File: src/hdl/mul_pkg.sv
package mul_pkg;

    // operand and extension widths
    localparam int OPERAND_W    = 32;
    localparam int EXT_W        = 34; // two guard bits so unsigned fits a signed booth scan

    // booth rows, one per bit pair of the extended multiplier
    localparam int PP_ROWS      = 17;
    localparam int PP_W         = 68;

    localparam int PRODUCT_W    = 64;

    // carries handed from one wallace column to the next
    localparam int TREE_CARRY_W = 15;

    typedef logic [OPERAND_W-1:0]    mul_operand_t;
    typedef logic [EXT_W-1:0]        mul_ext_t;
    typedef logic [PP_W-1:0]         pp_row_t;
    typedef logic [PP_ROWS-1:0]      pp_neg_t;    // +1 for each subtracting row
    typedef logic [PP_W-1:0]         tree_vec_t;
    typedef logic [PRODUCT_W-1:0]    mul_product_t;

endpackage
File: src/hdl/booth_multiplier.sv
`timescale 1ns/10ps

module booth_multiplier (
    input  logic                  mul_clk,
    input  logic                  resetn,
    input  logic                  i_mul_signed,
    input  mul_pkg::mul_operand_t i_x,
    input  mul_pkg::mul_operand_t i_y,
    output mul_pkg::mul_product_t o_result
);

    mul_pkg::pp_row_t      rows [0:mul_pkg::PP_ROWS-1];
    mul_pkg::pp_neg_t      neg;
    mul_pkg::tree_vec_t    tree_sum;
    mul_pkg::tree_vec_t    tree_carry;
    logic [1:0]            neg_late;
    mul_pkg::mul_product_t add_b;
    mul_pkg::mul_product_t add_sum;
    logic                  rst_dly;  // resetn was low at the last edge

    booth_encoder i_booth_encoder (
        .i_x          (i_x),
        .i_y          (i_y),
        .i_mul_signed (i_mul_signed),
        .o_rows       (rows),
        .o_neg        (neg)
    );

    wallace_tree i_wallace_tree (
        .i_clk      (mul_clk),
        .i_resetn   (resetn),
        .i_rows     (rows),
        .i_neg      (neg),
        .o_sum      (tree_sum),
        .o_carry    (tree_carry),
        .o_neg_late (neg_late)
    );

    // carries weigh one bit up so the spare lsb slot takes negate 15
    assign add_b = {tree_carry[mul_pkg::PRODUCT_W-2:0], neg_late[0]};

    cla_adder_64 i_cla_adder_64 (
        .i_a   (tree_sum[mul_pkg::PRODUCT_W-1:0]),
        .i_b   (add_b),
        .i_cin (neg_late[1]),
        .o_sum (add_sum)
    );

    always_ff @(posedge mul_clk) begin
        rst_dly <= ~resetn;
    end

    assign o_result = rst_dly ? '0 : add_sum;

    // flag set means the tree still holds its reset zeros
    a_reset_zero : assert property (@(posedge mul_clk)
        rst_dly |-> (add_sum == '0));

endmodule

File: src/hdl/cla_adder_64.sv
`timescale 1ns/10ps

module cla_adder_64 (
    input  mul_pkg::mul_product_t i_a,
    input  mul_pkg::mul_product_t i_b,
    input  logic                  i_cin,
    output mul_pkg::mul_product_t o_sum
);

    mul_pkg::mul_product_t p0;
    mul_pkg::mul_product_t g0;
    mul_pkg::mul_product_t c_bit;  // carry into each bit
    logic [15:0]           p1;
    logic [15:0]           g1;
    logic [15:0]           c_grp;  // carry into each nibble
    logic [3:0]            p2;
    logic [3:0]            g2;
    logic [3:0]            c_sup;  // carry into each 16-bit block

    assign p0 = i_a | i_b;
    assign g0 = i_a & i_b;

    // top level, resolves the four 16-bit blocks
    cla_block_4 i_cla_level2 (
        .i_c0 (i_cin),
        .i_p  (p2),
        .i_g  (g2),
        .o_c  (c_sup[3:1]),
        .o_gp (),
        .o_gg ()
    );

    assign c_sup[0] = i_cin;

    for (genvar k = 0; k < 4; k++) begin : g_level1
        cla_block_4 i_cla_block_4 (
            .i_c0 (c_sup[k]),
            .i_p  (p1[4*k +: 4]),
            .i_g  (g1[4*k +: 4]),
            .o_c  (c_grp[4*k+1 +: 3]),
            .o_gp (p2[k]),
            .o_gg (g2[k])
        );

        assign c_grp[4*k] = c_sup[k];
    end

    for (genvar j = 0; j < 16; j++) begin : g_level0
        cla_block_4 i_cla_block_4 (
            .i_c0 (c_grp[j]),
            .i_p  (p0[4*j +: 4]),
            .i_g  (g0[4*j +: 4]),
            .o_c  (c_bit[4*j+1 +: 3]),
            .o_gp (p1[j]),
            .o_gg (g1[j])
        );

        assign c_bit[4*j] = c_grp[j];
    end

    // carry out of bit 63 dropped, product wraps
    assign o_sum = i_a ^ i_b ^ c_bit;

endmodule

File: src/hdl/cla_block_4.sv
`timescale 1ns/10ps

module cla_block_4 (
    input  logic       i_c0,
    input  logic [3:0] i_p,
    input  logic [3:0] i_g,
    output logic [2:0] o_c,   // carries into bits 1..3
    output logic       o_gp,
    output logic       o_gg
);

    assign o_c[0] = i_g[0]
                  | (i_p[0] & i_c0);
    assign o_c[1] = i_g[1]
                  | (i_p[1] & i_g[0])
                  | (i_p[1] & i_p[0] & i_c0);
    assign o_c[2] = i_g[2]
                  | (i_p[2] & i_g[1])
                  | (i_p[2] & i_p[1] & i_g[0])
                  | (i_p[2] & i_p[1] & i_p[0] & i_c0);

    // group terms for the next level up
    assign o_gp = &i_p;
    assign o_gg = i_g[3]
                | (i_p[3] & i_g[2])
                | (i_p[3] & i_p[2] & i_g[1])
                | (i_p[3] & i_p[2] & i_p[1] & i_g[0]);

endmodule

File: src/hdl/wallace_tree.sv
`timescale 1ns/10ps

module wallace_tree (
    input  logic                i_clk,
    input  logic                i_resetn,
    input  mul_pkg::pp_row_t    i_rows [0:mul_pkg::PP_ROWS-1],
    input  mul_pkg::pp_neg_t    i_neg,
    output mul_pkg::tree_vec_t  o_sum,
    output mul_pkg::tree_vec_t  o_carry,
    output logic [1:0]          o_neg_late
);

    mul_pkg::pp_neg_t                 neg_q;
    logic [mul_pkg::TREE_CARRY_W-1:0] col_carry [0:mul_pkg::PP_W-1];

    // negate carries follow the data across the mid-tree cut
    always_ff @(posedge i_clk) begin
        if (!i_resetn) begin
            neg_q <= '0;
        end else begin
            neg_q <= i_neg;
        end
    end

    // the last two don't fit column 0, they go to the adder instead
    assign o_neg_late = neg_q[16:15];

    for (genvar c = 0; c < mul_pkg::PP_W; c++) begin : g_col
        logic [mul_pkg::PP_ROWS-1:0]      bits;
        logic [mul_pkg::TREE_CARRY_W-1:0] carry_in;

        for (genvar r = 0; r < mul_pkg::PP_ROWS; r++) begin : g_bit
            assign bits[r] = i_rows[r][c];
        end

        if (c == 0) begin : g_lsb
            // early slots take live carries, late slots the registered ones
            assign carry_in = {neg_q[14:11], i_neg[10:0]};
        end else begin : g_chain
            assign carry_in = col_carry[c-1];
        end

        wallace_column i_wallace_column (
            .i_clk      (i_clk),
            .i_resetn   (i_resetn),
            .i_bits     (bits),
            .i_carry    (carry_in),
            .o_carry    (col_carry[c]),
            .o_sum      (o_sum[c]),
            .o_carry_up (o_carry[c])
        );
    end

endmodule

File: src/hdl/wallace_column.sv
`timescale 1ns/10ps

module wallace_column (
    input  logic                             i_clk,
    input  logic                             i_resetn,
    input  logic [mul_pkg::PP_ROWS-1:0]      i_bits,
    input  logic [mul_pkg::TREE_CARRY_W-1:0] i_carry,
    output logic [mul_pkg::TREE_CARRY_W-1:0] o_carry,
    output logic                             o_sum,
    output logic                             o_carry_up
);

    logic [4:0] s1;
    logic [3:0] s2;
    logic [1:0] s3;
    logic [1:0] s3_q;
    logic [3:0] cin_q;  // carries 7..10 from the next lower column
    logic [1:0] s4;
    logic       s5;
    logic       s6;

    // 3:2 counter returning {carry, sum}
    function automatic logic [1:0] fa(input logic a, input logic b, input logic c);
        fa = {(a & b) | (a & c) | (b & c), a ^ b ^ c};
    endfunction

    // level 1 takes fifteen row bits into five adders
    for (genvar k = 0; k < 5; k++) begin : g_lvl1
        assign {o_carry[k], s1[k]} = fa(i_bits[3*k], i_bits[3*k+1], i_bits[3*k+2]);
    end

    // level 2
    assign {o_carry[5], s2[0]} = fa(s1[0], s1[1], s1[2]);
    assign {o_carry[6], s2[1]} = fa(s1[3], s1[4], i_bits[15]);
    assign {o_carry[7], s2[2]} = fa(i_carry[0], i_carry[1], i_carry[2]);
    assign {o_carry[8], s2[3]} = fa(i_carry[3], i_carry[4], i_bits[16]);

    // level 3
    assign {o_carry[9], s3[0]}  = fa(s2[0], s2[1], s2[2]);
    assign {o_carry[10], s3[1]} = fa(s2[3], i_carry[5], i_carry[6]);

    // pipeline cut
    always_ff @(posedge i_clk) begin
        if (!i_resetn) begin
            s3_q  <= '0;
            cin_q <= '0;
        end else begin
            s3_q  <= s3;
            cin_q <= i_carry[10:7];
        end
    end

    // everything below runs on last cycle's operands
    assign {o_carry[11], s4[0]} = fa(s3_q[0], s3_q[1], cin_q[0]);
    assign {o_carry[12], s4[1]} = fa(cin_q[1], cin_q[2], cin_q[3]);

    assign {o_carry[13], s5} = fa(s4[0], s4[1], i_carry[11]);
    assign {o_carry[14], s6} = fa(s5, i_carry[12], i_carry[13]);

    // last carry needs only a half adder
    assign o_sum      = s6 ^ i_carry[14];
    assign o_carry_up = s6 & i_carry[14];

    // late half comes up clean after reset
    a_cut_cleared : assert property (@(posedge i_clk)
        !i_resetn |=> !o_sum && !o_carry_up && (o_carry[14:11] == '0));

endmodule

File: src/hdl/booth_encoder.sv
`timescale 1ns/10ps

module booth_encoder (
    input  mul_pkg::mul_operand_t i_x,
    input  mul_pkg::mul_operand_t i_y,
    input  logic                  i_mul_signed,
    output mul_pkg::pp_row_t      o_rows [0:mul_pkg::PP_ROWS-1],
    output mul_pkg::pp_neg_t      o_neg
);

    localparam int GUARD_W = mul_pkg::EXT_W - mul_pkg::OPERAND_W;
    localparam int SEXT_W  = mul_pkg::PP_W - mul_pkg::EXT_W;

    mul_pkg::mul_ext_t x_ext;
    mul_pkg::mul_ext_t y_ext;

    // unsigned mode just pads with zeros
    assign x_ext = {{GUARD_W{i_x[mul_pkg::OPERAND_W-1] & i_mul_signed}}, i_x};
    assign y_ext = {{GUARD_W{i_y[mul_pkg::OPERAND_W-1] & i_mul_signed}}, i_y};

    for (genvar r = 0; r < mul_pkg::PP_ROWS; r++) begin : g_row
        logic [2:0]       trip;
        logic             add_x;
        logic             add_2x;
        logic             sub_x;
        logic             sub_2x;
        mul_pkg::pp_row_t mcand;
        mul_pkg::pp_row_t mcand_2;

        // row 0 sees an implicit zero below the lsb
        if (r == 0) begin : g_first
            assign trip = {y_ext[1:0], 1'b0};
        end else begin : g_rest
            assign trip = y_ext[2*r+1 -: 3];
        end

        assign add_x  = (trip == 3'b001) || (trip == 3'b010);
        assign add_2x = (trip == 3'b011);
        assign sub_x  = (trip == 3'b101) || (trip == 3'b110);
        assign sub_2x = (trip == 3'b100);

        // multiplicand weighted by 4^r, sign carried to the full row width
        assign mcand   = {{SEXT_W{x_ext[mul_pkg::EXT_W-1]}}, x_ext} << (2 * r);
        assign mcand_2 = mcand << 1;

        // negative picks are one's complement, the +1 rides on o_neg
        assign o_rows[r] = ({mul_pkg::PP_W{add_x}}  & mcand)
                         | ({mul_pkg::PP_W{add_2x}} & mcand_2)
                         | ({mul_pkg::PP_W{sub_x}}  & ~mcand)
                         | ({mul_pkg::PP_W{sub_2x}} & ~mcand_2);

        assign o_neg[r] = sub_x | sub_2x;
    end

endmodule

File: config.mk
export PLATFORM = sky130hd
export DESIGN_NAME = booth_multiplier
export DESIGN_NICKNAME = d
export VERILOG_FILES = /design/src/hdl/mul_pkg.sv /design/src/hdl/booth_multiplier.sv /design/src/hdl/cla_adder_64.sv /design/src/hdl/cla_block_4.sv /design/src/hdl/wallace_tree.sv /design/src/hdl/wallace_column.sv /design/src/hdl/booth_encoder.sv
export SDC_FILE = /design/constraint.sdc
export NUM_CORES = 2
export LEC_CHECK = 0
export BUFFER_PORTS_ARGS = -buffer_cell sky130_fd_sc_hd__buf_2
export CORE_ASPECT_RATIO = 1.5
export CORE_UTILIZATION = 55
export CTS_CLUSTER_SIZE = 40
export DETAILED_ROUTE_END_ITERATION = 8
export PLACE_DENSITY = 0.72
export SLEW_MARGIN = 20
export SYNTH_ARGS = -nofsm -noshare
export SYNTH_HDL_FRONTEND = slang
export SYNTH_SLANG_ARGS = --single-unit
File: constraint.sdc
create_clock -name mul_clk -period 7.8 [get_ports mul_clk]
set_clock_uncertainty 0.05 [all_clocks]
set_input_delay 0.78 -clock mul_clk [delete_from_list [all_inputs] [get_ports mul_clk]]
set_output_delay 0.78 -clock mul_clk [all_outputs]
set_load 0.005 [all_outputs]
# [Word level (Yosys, flattened, before mapping)]
# Cells that the tools add are included.
[totals] inputBits=67 n_memories=0 mem_bits_rw=0 regBits=402 wordCells=7686 latchBits=0 output_inout_bits=64 rom_bits=0
[classes] multipliers=0 n_lt_le_gt_ge=0 shift=0 n_reduce_logical=50 n_bitwise=7406 muxes=1 n_addsub=0 div=0 n_eq_ne=99
[ops] op="$and A64 B64 Y64" count=67
[ops] op="$or A64 B64 Y64" count=50
[ops] op="$and A1 B1 Y1" count=3179
[ops] op="$not A64 Y64" count=34
[ops] op="$or A1 B1 Y1" count=2087
[ops] op="$xor A1 B1 Y1" count=1984
[ops] op="$eq A3 B3 Y1 const B" count=48
[ops] op="$xor A64 B64 Y64" count=2
[ops] op="$eq A3 B2 Y1 const B" count=32
[ops] op="$mux W64" count=1
[ops] op="$and A63 B63 Y63" count=1
[ops] op="$or A63 B63 Y63" count=1
[ops] op="$reduce_and A4 Y1" count=15
[ops] op="$eq A3 B1 Y1 const B" count=16
[ops] op="$reduce_and A16 Y1" count=3
[ops] op="$logic_or A1 B1 Y1" count=32
[ops] op="$eq A2 B2 Y1 const B" count=2
[ops] op="$eq A2 B1 Y1 const B" count=1
[ops] op="$not A1 Y1" count=1

# [Longest topological paths before layout]
[depth] ltp_word=29 depth_mapped=23 depth_no_buf=23

# [By module]
# A second synthesis with hierarchy kept.
[unflattened] hier_cells=7500 hier_area_um2=64765.9
[modules_own_cells] module="wallace_column" instances=68 cells_each=60 area_each_um2=599.3 seq_area_each_um2=120.1
[modules_own_cells] module="booth_encoder" instances=1 cells_each=2760 area_each_um2=19060.8 seq_area_each_um2=0.0
[modules_own_cells] module="cla_adder_64" instances=1 cells_each=384 area_each_um2=2882.8 seq_area_each_um2=0.0
[modules_own_cells] module="cla_block_4" instances=21 cells_each=9 area_each_um2=58.8 seq_area_each_um2=0.0
[modules_own_cells] module="booth_multiplier" instances=1 cells_each=73 area_each_um2=660.6 seq_area_each_um2=20.0
[modules_own_cells] module="wallace_tree" instances=1 cells_each=14 area_each_um2=172.7 seq_area_each_um2=120.1

# [Worst setup path after synthesis]
# OpenSTA, ideal clock, no wires.
[synth_timing] kind="reg2out" start="register i_wallace_tree.g_col[19].i_wallace_column.cin_q[1]" end="output port o_result[61]" path_slack_ns=1.370 arrival_ns=5.600 required_time_ns=6.970 path_buffers=0 stages_incl_launch_ff=23 path_cell_list="dfxtp_1 > inv_1 > fa_1 > inv_1 > fa_1 > inv_1 > fa_1 > inv_1 > ha_1 > inv_1 > ha_1 > or4_4 > nor2_2 > and2_1 > a22oi_1 > a211oi_2 > nor2_1 > o211a_4 > o41ai_4 > inv_1 > fa_1 > xor2_1 > nor2_1"
[synth_via] elab_chain_len=27 elab_cells_between_ends=70 cone_classes="mux: 1; bitwise: 67; reduce/logical: 2"
[synth_rtl] element="start: declaration" line="wallace_column.sv:17" text="logic [3:0] cin_q;"
[synth_rtl] element="start signal: assignment" line="wallace_column.sv:49" text="cin_q <= i_carry[10:7];"
[synth_rtl] element="$xor A1 B1 Y1 (2 in series)" line="wallace_column.sv:24" text="fa = {(a & b) | (a & c) | (b & c), a ^ b ^ c};"
[synth_rtl] element="$and A1 B1 Y1" line="wallace_column.sv:24"
[synth_rtl] element="$or A1 B1 Y1 (2 in series)" line="wallace_column.sv:24"
[synth_rtl] element="$and A1 B1 Y1" line="wallace_column.sv:24"
[synth_rtl] element="$or A1 B1 Y1 (2 in series)" line="wallace_column.sv:24"
[synth_rtl] element="$and A1 B1 Y1" line="wallace_column.sv:62" text="assign o_carry_up = s6 & i_carry[14];"
[synth_rtl] element="$and A63 B63 Y63 / $or A63 B63 Y63 (equally long branches)" line="cla_adder_64.sv:21, cla_adder_64.sv:20"
[synth_rtl] element="$and A1 B1 Y1 (on tied branches)" line="cla_block_4.sv:25, cla_block_4.sv:26, cla_block_4.sv:27"
[synth_rtl] element="(+8 left out)"
[synth_rtl] element="$or A1 B1 Y1" line="cla_block_4.sv:19" text="| (i_p[2] & i_p[1] & i_g[0])"
[synth_rtl] element="$or A1 B1 Y1 *" line="cla_block_4.sv:20" text="| (i_p[2] & i_p[1] & i_p[0] & i_c0);"
[synth_rtl] element="$and A1 B1 Y1 *" line="cla_block_4.sv:20"
[synth_rtl] element="$or A1 B1 Y1 *" line="cla_block_4.sv:20"
[synth_rtl] element="$and A1 B1 Y1 *" line="cla_block_4.sv:13" text="| (i_p[0] & i_c0);"
[synth_rtl] element="$or A1 B1 Y1 *" line="cla_block_4.sv:13"
[synth_rtl] element="$xor A64 B64 Y64 *" line="cla_adder_64.sv:62" text="assign o_sum = i_a ^ i_b ^ c_bit;"
[synth_rtl] element="$mux W64 *" line="booth_multiplier.sv:53" text="assign o_result = rst_dly ? '0 : add_sum;"
[synth_rtl] element="end: declaration" line="booth_multiplier.sv:9" text="output mul_pkg::mul_product_t o_result"
# Mark *: on every way between the ends. The rest lies on a longest branch, timed or not.

# [Worst setup path in the final report]
# Ends and elaborated chain as after synthesis.

==> out/metrics.yaml <==
synth_top_family_by_area: "adder cells"
synthDistinctLibCells: 63
cts-root-buf: "clkbuf_16"
violations: "design-rule violations"
holdWs_ps: 659
start_util: 0.557
synthAdderAreaFrac: 0.380
clock_sinks: 362
tns_ps: 0
setup_viol: 0
clk_pin_slew_ps: 70
ys_top_cells_by_area: "fa_1 33%, dfxtp_1 15%, inv_1 8.7%"
dr.pass1.iters: 9
postRouteWirelength_um: 148000
synth_xor_area_frac: 0.108
slowest_delay_ps: 540
end_kind: "output pin"
portBuffers: 130
cts-buffers-inserted: 38
worstHoldPathType: "input port to flop"
synth-simple-area-share: 0.115
synth_warnings: 0
cp-start-kind: "flop"
holdCritStartpoint: "resetn"
crit_top_cell: "inv_1"
postPlaceCellArea_mm2: 0.0490
die_height_um: 362
grt-ovfl-total: 0
synthMuxAreaShare: 0.000211
worstPathArrival_ps: 6700
syn2layout_area_growth_pct: 6.05
synth_compound_area_frac: 0.122
total_power_w: 0.0260
die_w_um: 242
final_util: 0.591
rsz0062_at_grt: "no"
crit_required_ps: 6970
status: "finished, violations left"
htree_num_levels: 2
cap_violations: 0
layout-drive-gt1-share: 0.0658
report.final.hold_viol_count: 0
hpwl_um: 101000
design_area_mm2: 0.0504
drt_iter0_markers: 4512
netlist_area_mm2: 0.0475
crit_slowest_cell: "or4_4"
drc_errors: 22
async_flop_share: 0
num_rows: 131
p_leak_nw: 22.7
period_needed_ps: 7530
gp_congestion: 0.983
syn-instance-count: 5531
cp_top_family: "adder cells"
grt_pass1_wl_um: 227000
grt_start_max_net_pins: 113
grt_antenna_before_repair: 9
synth_edf_count: 0
wl_per_cell_um: 22.6
seq_area_frac_synth: 0.153
core-area_mm2: 0.0852
finalMaxSlewViolations: 0
fmax_ghz: 0.133
tightest_slew_ps: 1210
cts_tree: "built"
yosysTopAreaCell: "fa_1"
ios: 131
crit_fanout: 9
netlist.area_leader.share: 0.329
groute.usage.overall: 0.341
ys.flop_type: "dfxtp_1"
p_per_area_mw_per_mm2: 516
path_buf_inv: 10
vdd_drop_max_mv: 0.502
cts.path.max_buffers: 3
viasPerCell: 5.85
maxSlewHeadroom: 0.189
hold_path_depth: 2
synth_seq_cells: 362
syn_avg_cell_area_um2: 8.58
grt_pass1_vias: 39100
vias: 38200
period_share: 0.965
nNetsFinal: 6405
path_class: "flop to output pin"
die_area_mm2: 0.0875
ant_nets: 0
how the worst max path moves through the flow:
stage                              end  slack (ps)  cells past startpoint
after CTS                 o_result[61]         120                     26
after detailed placement  o_result[61]         470                     24
after floorplan           o_result[61]        1370                     22
after global placement    o_result[61]         550                     24
after global routing      o_result[45]           1                     26
final                     o_result[61]         270                     26
cell usage in the layout, fill, tap and decap left out, types with 5 or more instances in the layout:
master      count
nor2b_1        21
nand2_1        90
xnor2_4         6
diode_2         7
clkinvlp_4      9
or3b_2          5
conb_1         16
a221oi_1       26
clkinv_2        8
fa_1          781
a221o_1        75
and2_1        263
a22oi_1        97
clkbuf_16      39
nor3_1         19
o21ai_0       138
xor2_4          6
a211oi_1      208
xor2_1        234
dfxtp_1       360
buf_2         128
xnor2_1       335
buf_4          96
a21boi_0        6
inv_1        1105
ha_1          191
o21bai_1       12
nand2b_1       15
o22ai_1        80
a21oi_1       167
nor2_1        752
nor2_4          9
nor4_1          5
and3b_2         5
metrics by stage:
step | cells | setup slack, ps
5_1_grt | 6530 | 1.39
3_3_place_gp | 6452 | 547
2_1_floorplan | 5545 | 1370
4_1_cts | 6523 | 123
3_5_place_dp | 6452 | 466
6_report | 6532 | 271
registers in the layout, indices dropped and copies added (netlist names):
name / cells
i_wallace_tree.g_col.i_wallace_column.s3_q: 128
rst_dly: 1
i_wallace_tree.g_col.i_wallace_column.cin_q: 223
i_wallace_tree.neg_q: 10
per-layer routing:
layer,global-route usage,share of wire,routed length (µm),vias up
li1,-,-,-,16400
met1,0.402,0.35,51400,18400
met5,0,0.00028,41,-
met4,0.235,0.081,12000,6
met2,0.546,0.46,67700,2570
met3,0.0872,0.11,16600,737
kinds of logic after synthesis:
kind of cell,count (synthesis)
flip-flops,362
buffers and inverters,1552
other,2
XOR/XNOR,585
AO/OA/AOI/OAI,845
AND/OR/NAND/NOR,1212
multiplexers,1
adder cells (fa/ha/maj),972
report_power, final:
| group | leakage, nW | internal (W) | switching, W | total, W |
|---|---|---|---|---|
| Clock | 0.606 | 0.00105 | 0.000867 | 0.00191 |
| Combinational | 19.1 | 0.00921 | 0.0122 | 0.0214 |
| Sequential | 3.00 | 0.00245 | 0.000202 | 0.00265 |
synth_stat cells, drive strengths merged (15+ instances only):
cell type,number
a211oi,209
a21oi,167
a221o,75
a221oi,27
a22oi,97
and2,263
buf,79
clkbuf,366
dfxtp,362
fa,781
ha,191
inv,1107
nand2,94
nand2b,15
nor2,762
nor2b,22
nor3,20
o21ai,138
o22ai,80
xnor2,344
xor2,241
cell type report:
cell class | count | area [µm²]
flip-flops and latches | 362 | 7250
fillers | 7490 | 34900
well taps | 1130 | 1410
clock buffers | 44 | 1010
inverters | 1107 | 4160
clock inverters | 25 | 260
diodes | 7 | 17.5
multi-input cells | 3631 | 34800
repair buffers | 226 | 1420
what timing repair did:
item | in CTS | in global routing
gates resized for setup | 2 | 3
hold buffers | 0 | 0
buffers inserted | 2 | 0
setup endpoints to repair | 6 | 3
pin swaps | 0 | 1
Note: power is estimated with default switching activity, not from simulation.
